--- src/hdl/bp_pkg.sv ---
package bp_pkg;

    //////////////////////
    // widths
    //////////////////////

    // instruction address
    typedef logic [31:0] addr_t;

    // instruction word, compressed ones sit in the low half
    typedef logic [31:0] instr_t;

    // 2-bit saturating counter, msb set means taken
    typedef logic [1:0] ctr_t;

    //////////////////////
    // opcodes
    //////////////////////

    localparam logic [6:0] OPC_BRANCH = 7'b1100011;
    localparam logic [6:0] OPC_JALR   = 7'b1100111;

    // quadrant 2 funct4 of c.jr, bit 12 set gives c.jalr
    localparam logic [3:0] CJR_FUNCT  = 4'b1000;

    //////////////////////
    // bundles
    //////////////////////

    // predecode flags for the fetched word
    typedef struct packed {
        logic is_branch;
        logic is_jump_reg;
        logic is_comp;
    } fetch_info_t;

    // one resolved control instruction from execute
    typedef struct packed {
        logic  valid;
        logic  is_branch;
        logic  is_jump_reg;
        addr_t pc;
        logic  taken;
        addr_t target;
        logic  mispredict;
    } resolve_t;

endpackage

--- src/hdl/fetch_predecode.sv ---
`timescale 1ns/100ps

module fetch_predecode (
    input  bp_pkg::instr_t      i_instr,
    output bp_pkg::fetch_info_t o_info
);
    import bp_pkg::*;

    logic       comp;
    logic [6:0] opcode;
    logic [2:0] funct3;
    logic [4:0] c_rs1;
    logic [4:0] c_rs2;
    logic       full_branch;
    logic       full_jalr;
    logic       comp_jr;

    //////////////////////
    // field split
    //////////////////////

    // anything but 2'b11 in the low bits is a 16-bit instruction
    assign comp   = (i_instr[1:0] != 2'b11);
    assign opcode = i_instr[6:0];
    assign funct3 = i_instr[14:12];

    // compressed register fields of the cr format
    assign c_rs1 = i_instr[11:7];
    assign c_rs2 = i_instr[6:2];

    //////////////////////
    // classification
    //////////////////////

    // conditional branches by opcode alone
    assign full_branch = !comp && (opcode == OPC_BRANCH);

    // jalr only defines funct3 of zero
    assign full_jalr = !comp && (opcode == OPC_JALR) && (funct3 == 3'b000);

    // c.jr and c.jalr share funct4 except for bit 12
    // rs1 of zero is reserved or ebreak, rs2 nonzero is c.mv / c.add
    assign comp_jr = (i_instr[1:0] == 2'b10)
                     && ({i_instr[15:13], 1'b0} == CJR_FUNCT)
                     && (c_rs1 != 5'd0)
                     && (c_rs2 == 5'd0);

    assign o_info = '{
        is_branch:   full_branch,
        is_jump_reg: full_jalr || comp_jr,
        is_comp:     comp
    };

endmodule

--- src/hdl/global_history.sv ---
`timescale 1ns/100ps

module global_history #(
    parameter int HIST_BITS = 8,
    parameter int IDX_W     = 5
) (
    input  logic                 clk_g,
    input  logic                 rst_g,
    input  logic                 i_push,
    input  logic                 i_push_bit,
    input  logic                 i_resolve,
    input  logic                 i_repair,
    input  logic                 i_repair_bit,
    output logic [HIST_BITS-1:0] o_hist,
    output logic [IDX_W-1:0]     o_ckpt_hist
);

    // speculative bits kept beyond the index window
    localparam int DEPTH = HIST_BITS - IDX_W;
    localparam int CNT_W = $clog2(DEPTH + 1);

    logic [HIST_BITS-1:0] hist_q;
    logic [HIST_BITS-1:0] hist_d;
    logic [HIST_BITS-1:0] rewound;
    logic [CNT_W-1:0]     cnt_q;
    logic [CNT_W-1:0]     cnt_d;
    logic                 cnt_full;

    //////////////////////
    // checkpoint window
    //////////////////////

    // newest outcome at bit 0, every in-flight branch pushed one bit
    assign cnt_full = (cnt_q == CNT_W'(DEPTH));
    assign rewound  = hist_q >> cnt_q;

    assign o_hist      = hist_q;
    assign o_ckpt_hist = rewound[IDX_W-1:0];

    //////////////////////
    // next state
    //////////////////////

    always_comb begin
        hist_d = hist_q;
        cnt_d  = cnt_q;
        if (i_repair) begin
            // drop the younger guesses, keep the true outcome
            hist_d = {rewound[HIST_BITS-2:0], i_repair_bit};
            cnt_d  = '0;
        end else begin
            if (i_push) begin
                hist_d = {hist_q[HIST_BITS-2:0], i_push_bit};
            end
            // push and resolve together leave the count alone
            if (i_push && !i_resolve && !cnt_full) begin
                cnt_d = cnt_q + 1'b1;
            end else if (i_resolve && !i_push && (cnt_q != '0)) begin
                cnt_d = cnt_q - 1'b1;
            end
        end
    end

    always_ff @(posedge clk_g) begin
        if (rst_g) begin
            hist_q <= '0;
            cnt_q  <= '0;
        end else begin
            hist_q <= hist_d;
            cnt_q  <= cnt_d;
        end
    end

endmodule

--- src/hdl/branch_target_table.sv ---
`timescale 1ns/100ps

module branch_target_table #(
    parameter  int TABLE_ENTRIES = 32,
    localparam int IDX_W         = $clog2(TABLE_ENTRIES)
) (
    input  logic          clk_g,
    input  logic          rst_g,

    // lookup port
    input  logic [IDX_W-1:0] i_rd_idx,
    output bp_pkg::ctr_t     o_rd_ctr,
    output bp_pkg::addr_t    o_rd_target,

    // update port, also reads the old counter
    input  logic [IDX_W-1:0] i_wr_idx,
    output bp_pkg::ctr_t     o_wr_ctr,
    input  logic             i_wr_en,
    input  logic             i_wr_ctr_en,
    input  bp_pkg::ctr_t     i_wr_ctr,
    input  bp_pkg::addr_t    i_wr_target
);
    import bp_pkg::*;

    ctr_t  ctr_q    [TABLE_ENTRIES];
    addr_t target_q [TABLE_ENTRIES];

    //////////////////////
    // read ports
    //////////////////////

    // combinational, a write shows up on the next lookup
    assign o_rd_ctr    = ctr_q[i_rd_idx];
    assign o_rd_target = target_q[i_rd_idx];

    // old counter for the saturating step
    assign o_wr_ctr = ctr_q[i_wr_idx];

    //////////////////////
    // write port
    //////////////////////

    // counter and target written independently
    always_ff @(posedge clk_g) begin
        if (rst_g) begin
            for (int i = 0; i < TABLE_ENTRIES; i++) begin
                ctr_q[i]    <= '0;
                target_q[i] <= '0;
            end
        end else begin
            if (i_wr_ctr_en) begin
                ctr_q[i_wr_idx] <= i_wr_ctr;
            end
            if (i_wr_en) begin
                target_q[i_wr_idx] <= i_wr_target;
            end
        end
    end

endmodule

--- src/hdl/branch_predictor.sv ---
`timescale 1ns/100ps

module branch_predictor #(
    parameter int TABLE_ENTRIES = 32,
    parameter int HIST_BITS     = 8
) (
    input  logic                clk_g,
    input  logic                rst_g,
    input  logic                i_fetch_valid,
    input  bp_pkg::addr_t       i_fetch_pc,
    input  bp_pkg::fetch_info_t i_info,
    input  bp_pkg::resolve_t    i_resolve,
    output logic                o_pred_taken,
    output bp_pkg::addr_t       o_pred_target
);
    import bp_pkg::*;

    localparam int IDX_W = $clog2(TABLE_ENTRIES);

    logic [HIST_BITS-1:0] hist;
    logic [IDX_W-1:0]     ckpt_hist;
    logic [IDX_W-1:0]     lookup_idx;
    logic [IDX_W-1:0]     update_idx;
    ctr_t                 lookup_ctr;
    ctr_t                 update_ctr;
    ctr_t                 next_ctr;
    addr_t                lookup_target;
    logic                 push;
    logic                 res_branch;
    logic                 res_jump;
    logic                 repair;
    logic                 wr_target_en;
    logic                 wr_ctr_en;

    //////////////////////
    // gshare indexes
    //////////////////////

    // pc bits 1:0 carry no information for 4-byte aligned branches
    assign lookup_idx = hist[IDX_W-1:0] ^ i_fetch_pc[IDX_W+1:2];
    assign update_idx = ckpt_hist ^ i_resolve.pc[IDX_W+1:2];

    //////////////////////
    // prediction
    //////////////////////

    // register jumps always go to the stored target
    assign o_pred_taken = i_fetch_valid
                          && (i_info.is_jump_reg || (i_info.is_branch && lookup_ctr[1]));
    assign o_pred_target = lookup_target;

    // speculative history push with the guessed direction
    assign push = i_fetch_valid && i_info.is_branch;

    //////////////////////
    // update
    //////////////////////

    assign res_branch = i_resolve.valid && i_resolve.is_branch;
    assign res_jump   = i_resolve.valid && i_resolve.is_jump_reg;
    assign repair     = res_branch && i_resolve.mispredict;

    // branches refresh the target on every resolve
    assign wr_target_en = res_branch || (res_jump && i_resolve.mispredict);
    assign wr_ctr_en    = repair;

    // one step toward the real outcome, saturating at 0 and 3
    always_comb begin
        next_ctr = update_ctr;
        if (i_resolve.taken) begin
            if (update_ctr != 2'b11) begin
                next_ctr = update_ctr + 2'b01;
            end
        end else if (update_ctr != 2'b00) begin
            next_ctr = update_ctr - 2'b01;
        end
    end

    global_history #(
        .HIST_BITS (HIST_BITS),
        .IDX_W     (IDX_W)
    ) u_history (
        .clk_g        (clk_g),
        .rst_g        (rst_g),
        .i_push       (push),
        .i_push_bit   (lookup_ctr[1]),
        .i_resolve    (res_branch),
        .i_repair     (repair),
        .i_repair_bit (i_resolve.taken),
        .o_hist       (hist),
        .o_ckpt_hist  (ckpt_hist)
    );

    branch_target_table #(
        .TABLE_ENTRIES (TABLE_ENTRIES)
    ) u_table (
        .clk_g       (clk_g),
        .rst_g       (rst_g),
        .i_rd_idx    (lookup_idx),
        .o_rd_ctr    (lookup_ctr),
        .o_rd_target (lookup_target),
        .i_wr_idx    (update_idx),
        .o_wr_ctr    (update_ctr),
        .i_wr_en     (wr_target_en),
        .i_wr_ctr_en (wr_ctr_en),
        .i_wr_ctr    (next_ctr),
        .i_wr_target (i_resolve.target)
    );

endmodule

--- src/hdl/fetch_pc_gen.sv ---
`timescale 1ns/100ps

module fetch_pc_gen #(
    parameter bp_pkg::addr_t RESET_PC = '0
) (
    input  logic                clk_g,
    input  logic                rst_g,
    input  logic                i_fetch_valid,
    input  bp_pkg::addr_t       i_fetch_pc,
    input  bp_pkg::fetch_info_t i_info,
    input  logic                i_pred_taken,
    input  bp_pkg::addr_t       i_pred_target,
    input  bp_pkg::resolve_t    i_resolve,
    output bp_pkg::addr_t       o_next_pc
);
    import bp_pkg::*;

    addr_t next_pc_q;
    addr_t seq_pc;
    addr_t fetch_pc_next;
    addr_t redirect_pc;
    logic  is_ctrl;
    logic  redirect;

    //////////////////////
    // fetch path
    //////////////////////

    // 16-bit instructions step by two
    assign seq_pc  = i_fetch_pc + (i_info.is_comp ? 32'd2 : 32'd4);
    assign is_ctrl = i_info.is_branch || i_info.is_jump_reg;

    assign fetch_pc_next = (is_ctrl && i_pred_taken) ? i_pred_target : seq_pc;

    //////////////////////
    // redirect path
    //////////////////////

    assign redirect = i_resolve.valid && i_resolve.mispredict;

    // not taken only happens for branches, and those are full width
    assign redirect_pc = i_resolve.taken ? i_resolve.target : i_resolve.pc + 32'd4;

    // mispredict wins over a fetch in the same cycle
    always_ff @(posedge clk_g) begin
        if (rst_g) begin
            next_pc_q <= RESET_PC;
        end else if (redirect) begin
            next_pc_q <= redirect_pc;
        end else if (i_fetch_valid) begin
            next_pc_q <= fetch_pc_next;
        end
    end

    assign o_next_pc = next_pc_q;

endmodule

--- src/hdl/fetch_predict_top.sv ---
`timescale 1ns/100ps

module fetch_predict_top #(
    parameter int            TABLE_ENTRIES = 32,
    parameter int            HIST_BITS     = 8,
    parameter bp_pkg::addr_t RESET_PC      = '0
) (
    input  logic             clk_g,
    input  logic             rst_g,
    input  logic             i_fetch_valid,
    input  bp_pkg::addr_t    i_fetch_pc,
    input  bp_pkg::instr_t   i_fetch_instr,
    input  bp_pkg::resolve_t i_resolve,
    output bp_pkg::addr_t    o_next_pc,
    output logic             o_pred_taken,
    output bp_pkg::addr_t    o_pred_target
);
    import bp_pkg::*;

    fetch_info_t info;

    fetch_predecode u_predecode (
        .i_instr (i_fetch_instr),
        .o_info  (info)
    );

    branch_predictor #(
        .TABLE_ENTRIES (TABLE_ENTRIES),
        .HIST_BITS     (HIST_BITS)
    ) u_predictor (
        .clk_g         (clk_g),
        .rst_g         (rst_g),
        .i_fetch_valid (i_fetch_valid),
        .i_fetch_pc    (i_fetch_pc),
        .i_info        (info),
        .i_resolve     (i_resolve),
        .o_pred_taken  (o_pred_taken),
        .o_pred_target (o_pred_target)
    );

    fetch_pc_gen #(
        .RESET_PC (RESET_PC)
    ) u_pc_gen (
        .clk_g         (clk_g),
        .rst_g         (rst_g),
        .i_fetch_valid (i_fetch_valid),
        .i_fetch_pc    (i_fetch_pc),
        .i_info        (info),
        .i_pred_taken  (o_pred_taken),
        .i_pred_target (o_pred_target),
        .i_resolve     (i_resolve),
        .o_next_pc     (o_next_pc)
    );

endmodule

--- config.mk ---
export PLATFORM = sky130hd
export DESIGN_NAME = fetch_predict_top
export DESIGN_NICKNAME = d
export VERILOG_FILES = /design/src/hdl/bp_pkg.sv /design/src/hdl/fetch_predecode.sv /design/src/hdl/global_history.sv /design/src/hdl/branch_target_table.sv /design/src/hdl/branch_predictor.sv /design/src/hdl/fetch_pc_gen.sv /design/src/hdl/fetch_predict_top.sv
export SDC_FILE = /design/constraint.sdc
export NUM_CORES = 2
export LEC_CHECK = 0
export BUFFER_PORTS_ARGS = -buffer_cell sky130_fd_sc_hd__buf_4
export CAP_MARGIN = 40
export CELL_PAD_IN_SITES_DETAIL_PLACEMENT = 1
export CELL_PAD_IN_SITES_GLOBAL_PLACEMENT = 1
export CORE_AREA = 2 2 337 339
export DETAILED_ROUTE_END_ITERATION = 16
export DIE_AREA = 0 0 339 341
export PLACE_DENSITY_LB_ADDON = 0.25
export RECOVER_POWER = 100
export SLEW_MARGIN = 40
export SYNTH_ARGS = -nofsm -noshare
export SYNTH_HDL_FRONTEND = slang
export SYNTH_HIERARCHICAL = 1
export SYNTH_SLANG_ARGS = --single-unit
--- constraint.sdc ---
create_clock -name clk_g -period 4.1 [get_ports clk_g]
set_input_delay 0 -clock clk_g [delete_from_list [all_inputs] [get_ports clk_g]]
set_output_delay 0 -clock clk_g [all_outputs]
set_load 0.01 [all_outputs]
## Word level (Yosys, flattened, before mapping)

Memory sizes are Yosys's and may differ from the RTL's.
Index checks and enable logic that the tools add are counted.

- $add $sub $neg: 6
- Eq/ne operators: 7
- Shift operators: 1
- Multiplexer cells: 26
- Bitwise operators: 2
- Reductions and logical operators: 38

Operator list:

| cell | count |
|---|---|
| $mux W32 | 5 |
| $add A32 B3 Y32 const B | 1 |
| $add A32 B32 Y32 | 1 |
| $reduce_or A32 Y1 | 1 |
| $logic_and A1 B1 Y1 | 19 |
| $mux W8 | 2 |
| $eq A7 B7 Y1 const B | 2 |
| $mux W2 | 6 |
| $mux W1 | 10 |
| $mux W5 | 2 |
| $reduce_bool A2 Y1 | 5 |
| $xor A5 B5 Y5 | 2 |
| $shr A8 B2 Y7 | 1 |
| $logic_not A5 Y1 | 1 |
| $reduce_bool A5 Y1 | 1 |
| $add A2 B1 Y2 const B | 2 |
| $eq A2 B2 Y1 const B | 2 |
| $logic_not A1 Y1 | 4 |
| $logic_or A1 B1 Y1 | 4 |
| $ne A2 B2 Y1 const B | 2 |
| $reduce_or A2 Y1 | 2 |
| $sub A2 B1 Y2 const B | 2 |
| $eq A3 B3 Y1 const B | 1 |
| $logic_not A3 Y1 | 1 |
| $mux W3 | 1 |

- Register bits: 42
- Bits in writable memories: 1088
- Output and inout bits: 65
- Word-level logic and storage cells: 85
- Memories: 2

Memories:

| name | words | width | rd ports | clocked after Yosys merged registers in | write ports | line | source |
|---|---|---|---|---|---|---|---|
| u_predictor.u_table.target_q | 32 | 32 | 1 | 0 | 32 | branch_target_table.sv:26 | `addr_t target_q [TABLE_ENTRIES];` |
| u_predictor.u_table.ctr_q | 32 | 2 | 2 | 0 | 32 | branch_target_table.sv:25 | `ctr_t ctr_q [TABLE_ENTRIES];` |

## Longest topological paths before layout

- Depth in word-level cells: 11
- Gate-level depth with buffers: 18
- Mapped depth without buffers: 13

## By module

The synthesis kept the hierarchy.

Modules (own cells, without submodules):

| module | instances | cells each | area an instance (um^2) |
|---|---|---|---|
| branch_target_table | 1 | 3798 | 51378.0 |
| fetch_pc_gen | 1 | 451 | 3179.3 |
| global_history | 1 | 63 | 660.6 |
| branch_predictor | 1 | 20 | 155.1 |
| fetch_predecode | 1 | 13 | 92.6 |

## Worst setup path after synthesis

OpenSTA, ideal clock, no wires.

- Kind: reg2reg
- From: register u_predictor.u_history.cnt_q[1]
- To: memory u_predictor/u_table/ctr_q[0][0] in the netlist's numbering, data pin
- Arrival: 2910 ps
- Required time: 3834 ps
- Slack: 924 ps
- Cell stages (with the launch flop): 12
- Cell sequence: dfxtp_1 > mux4_1 > xor2_1 > buf_6 > buf_12 > mux4_1 > a22oi_1 > nand4_1 > maj3_2 > clkbuf_2 > nand2_1 > nor2_1

RTL lines:

| element | line | source |
|---|---|---|
| from (decl) | global_history.sv:25 | `logic [CNT_W-1:0] cnt_q;` |
| from (signal assigned) | global_history.sv:70 | `cnt_q <= cnt_d;` |
| to (decl) | branch_target_table.sv:25 |  |

==> results.tsv <==
stage	metric	value	unit
global_routing	gr ovfl total	0	
floorplanning	Starting Density	0.493	
timing	Slew @ Worst Pin	1.32	ns
yosys	syn nets	4453	
timing	Tmin final	4.02	ns
timing	Tcrit/Tclk final	0.980	
floorplanning	die width	339	um
flow_run	max-cap violation count	0	
worst_hold_path	Hold Crit Depth	5	
global_routing	number of global-route vias before repair	39700	
power	Worst IR Drop VDD	0.356	mV
clock_tree	Sink Count	1130	
global_routing	largest net degree at the start of global routing	67	
route	Routed WL	187	mm
route	wire length per cell	30.4	um
cells_and_area	nets@finish	4660	
yosys	total number of yosys warnings	6	
clock_tree	Clock Tree Buf Depth	3	
worst_hold_path	Hold WC Path Type	in -> reg	
cells_and_area	Area Overhead vs Synth	13.6	%
timing	slack of the critical path	0.0833	ns
yosys	Cells after Synth	4313	
timing	Setup Skew	0.0297	ns
route	number of routed nets with antenna violations	0	
placement	PortBufs	184	
global_routing	GRT Util Overall	0.318	
clock_tree	Worst-Skew Late Latency	0.72	ns
route	Vias/cell	6.15	
clock_tree	CTS tree	built	
timing	Max Freq	0.249	GHz
route	DRC Markers	0	
worst_setup_path	Crit. End Element	flop	
placement	GPL Wtd Cong	0.924	
clock_tree	H-tree depth	3	
global_routing	first-pass GRT wire length	269	mm
route	drt first pass iters	6	
floorplanning	die height	341	um
clock_tree	Clock Tree Root	clkbuf_16	
worst_setup_path	kind of critical path	reg -> reg	
yosys	post-synthesis cell area	55200	um^2
cells_and_area	share of cells above drive strength 1	0.113	
route	via count	37700	
floorplanning	FP Rows	123	
route	1st-iter DRT viols	3542	
clock_tree	Worst-path clk slew	0.06	ns
clock_tree	Num CTS Buffers	118	
global_routing	initial antenna violation count	21	
worst_setup_path	Worst setup SP type	flop	
status	status	finished clean	
timing	max_slew headroom	0.118	
timing	Setup TNS	0	ns
worst_setup_path	arrival time worst endpoint	4.46	ns
floorplanning	Die ar.	116000	um^2
placement	Detailed Place HPWL	112	mm
yosys	Synth Area per Inst	12.8	um^2
cells_and_area	register area	33500	um^2
cells_and_area	Multi-input gate area	19600	um^2
placement	dpl ws	0.350	ns
worst_setup_path	Crit path required time	4.55	ns
worst_setup_path	CP max FO	32	
timing	Final setup viols	0	
timing	RSZ-0062 raised after global routing	no	
cells_and_area	filler instances	11000	
timing	final hold vios	0	
floorplanning	core region area	112000	um^2
floorplanning	Ports	201	
timing	Max Slew Vio Count	0	
power	Leakage	23.7	nW
power	pwr/cell area	435	nW/um^2
worst_setup_path	Worst R2R Path Depth	8	
## timing repair
item	in CTS	in global routing
setup endpoints to repair	0	15
hold buffers	142	0
resized for setup	0	6
endpoints found under the hold margin	1057	0
setup buffers	0	1
## final cells by class
cell class,count,share of cell area
Antenna cell,15,0.000598
Clock buffer,151,0.0494
Clock inverter,66,0.00917
Inverter,15,0.000897
Multi-Input combinational cell,2776,0.312
Sequential cell,1130,0.534
Tap cell,1500,0.0299
Timing Repair Buffer,479,0.0639
## state kept, by name, summed over array words and instances (netlist names)
signal / flops
u_predictor/u_table/target_q: 1024
u_predictor/u_table/ctr_q: 64
u_pc_gen/o_next_pc: 32
u_predictor/u_history/o_hist: 8
u_predictor/u_history/cnt_q: 2
## layer usage
metal,global-route usage,vias up,part of all wire
met3,0.0608,510,0.076
met5,0,-,0.00062
met2,0.519,1742,0.47
met1,0.406,19500,0.40
met4,0.160,18,0.053
li1,-,16000,-
## power breakdown
part	switching (mW)	internal [mW]
sequential	0.155	13.1
clock	4.52	5.93
combinational	2.42	1.17
## worst max-delay path: stages (launching register included)
cell and delay, ns:
dfxtp_1 0.62, mux4_2 0.63, xor2_2 0.39, nor2b_1 0.13
nand2_1 0.63, clkbuf_1 0.25, nor2_1 0.08, clkbuf_2 0.59
and2_0 0.42
## path summary, 6_finish.rpt
| path | slack [ns] | endpoint | from |
|---|---|---|---|
| min reg2reg | 0.55 | u_predictor/u_history/o_hist[7]$_SDFFE_PP0P_ | u_predictor/u_history/o_hist[7]$_SDFFE_PP0P_ |
| max | 0.08 | u_predictor/u_table/target_q[9][12]$_SDFFCE_PN0P_ | u_predictor/u_history/cnt_q[0]$_SDFFE_PP0P_ |
| max reg2reg | 0.08 | u_predictor/u_table/target_q[9][12]$_SDFFCE_PN0P_ | u_predictor/u_history/cnt_q[0]$_SDFFE_PP0P_ |
| min | 0.08 | u_predictor/u_history/cnt_q[0]$_SDFFE_PP0P_ | i_resolve[67] |
## metrics by stage
stage / utilization / area, um^2 / cells / total power, mW / hold WS, ns
detailed placement: 0.519 / 58000 / 5755 / 16.9 / 0.325
global route: 0.561 / 62700 / 6120 / 28.0 / 0.0783
floorplan: - / 55200 / 4313 / 15.3 / 0.144
global placement: 0.518 / 58000 / 5755 / 16.8 / 0.335
finish: 0.561 / 62700 / 6132 / 27.3 / 0.0839
CTS: 0.564 / 63100 / 6114 / 27.4 / 0.00929
## cell usage in the layout (no fill, tap or decap), drive strengths merged, types with 26 or more instances in the layout
master / count
dfxtp: 42
nand3: 132
a22o: 69
o21ai: 35
buf: 227
xnor2: 26
nand2: 177
or2: 36
clkinv: 50
and2: 1030
a22oi: 109
edfxtp: 1088
a31oi: 41
clkbuf: 261
nor2: 152
nor3: 61
o21bai: 33
mux2i: 537
dlygate4sd3: 142
xor2: 32
a21oi: 127
Note: power is estimated with default switching activity, not from simulation.
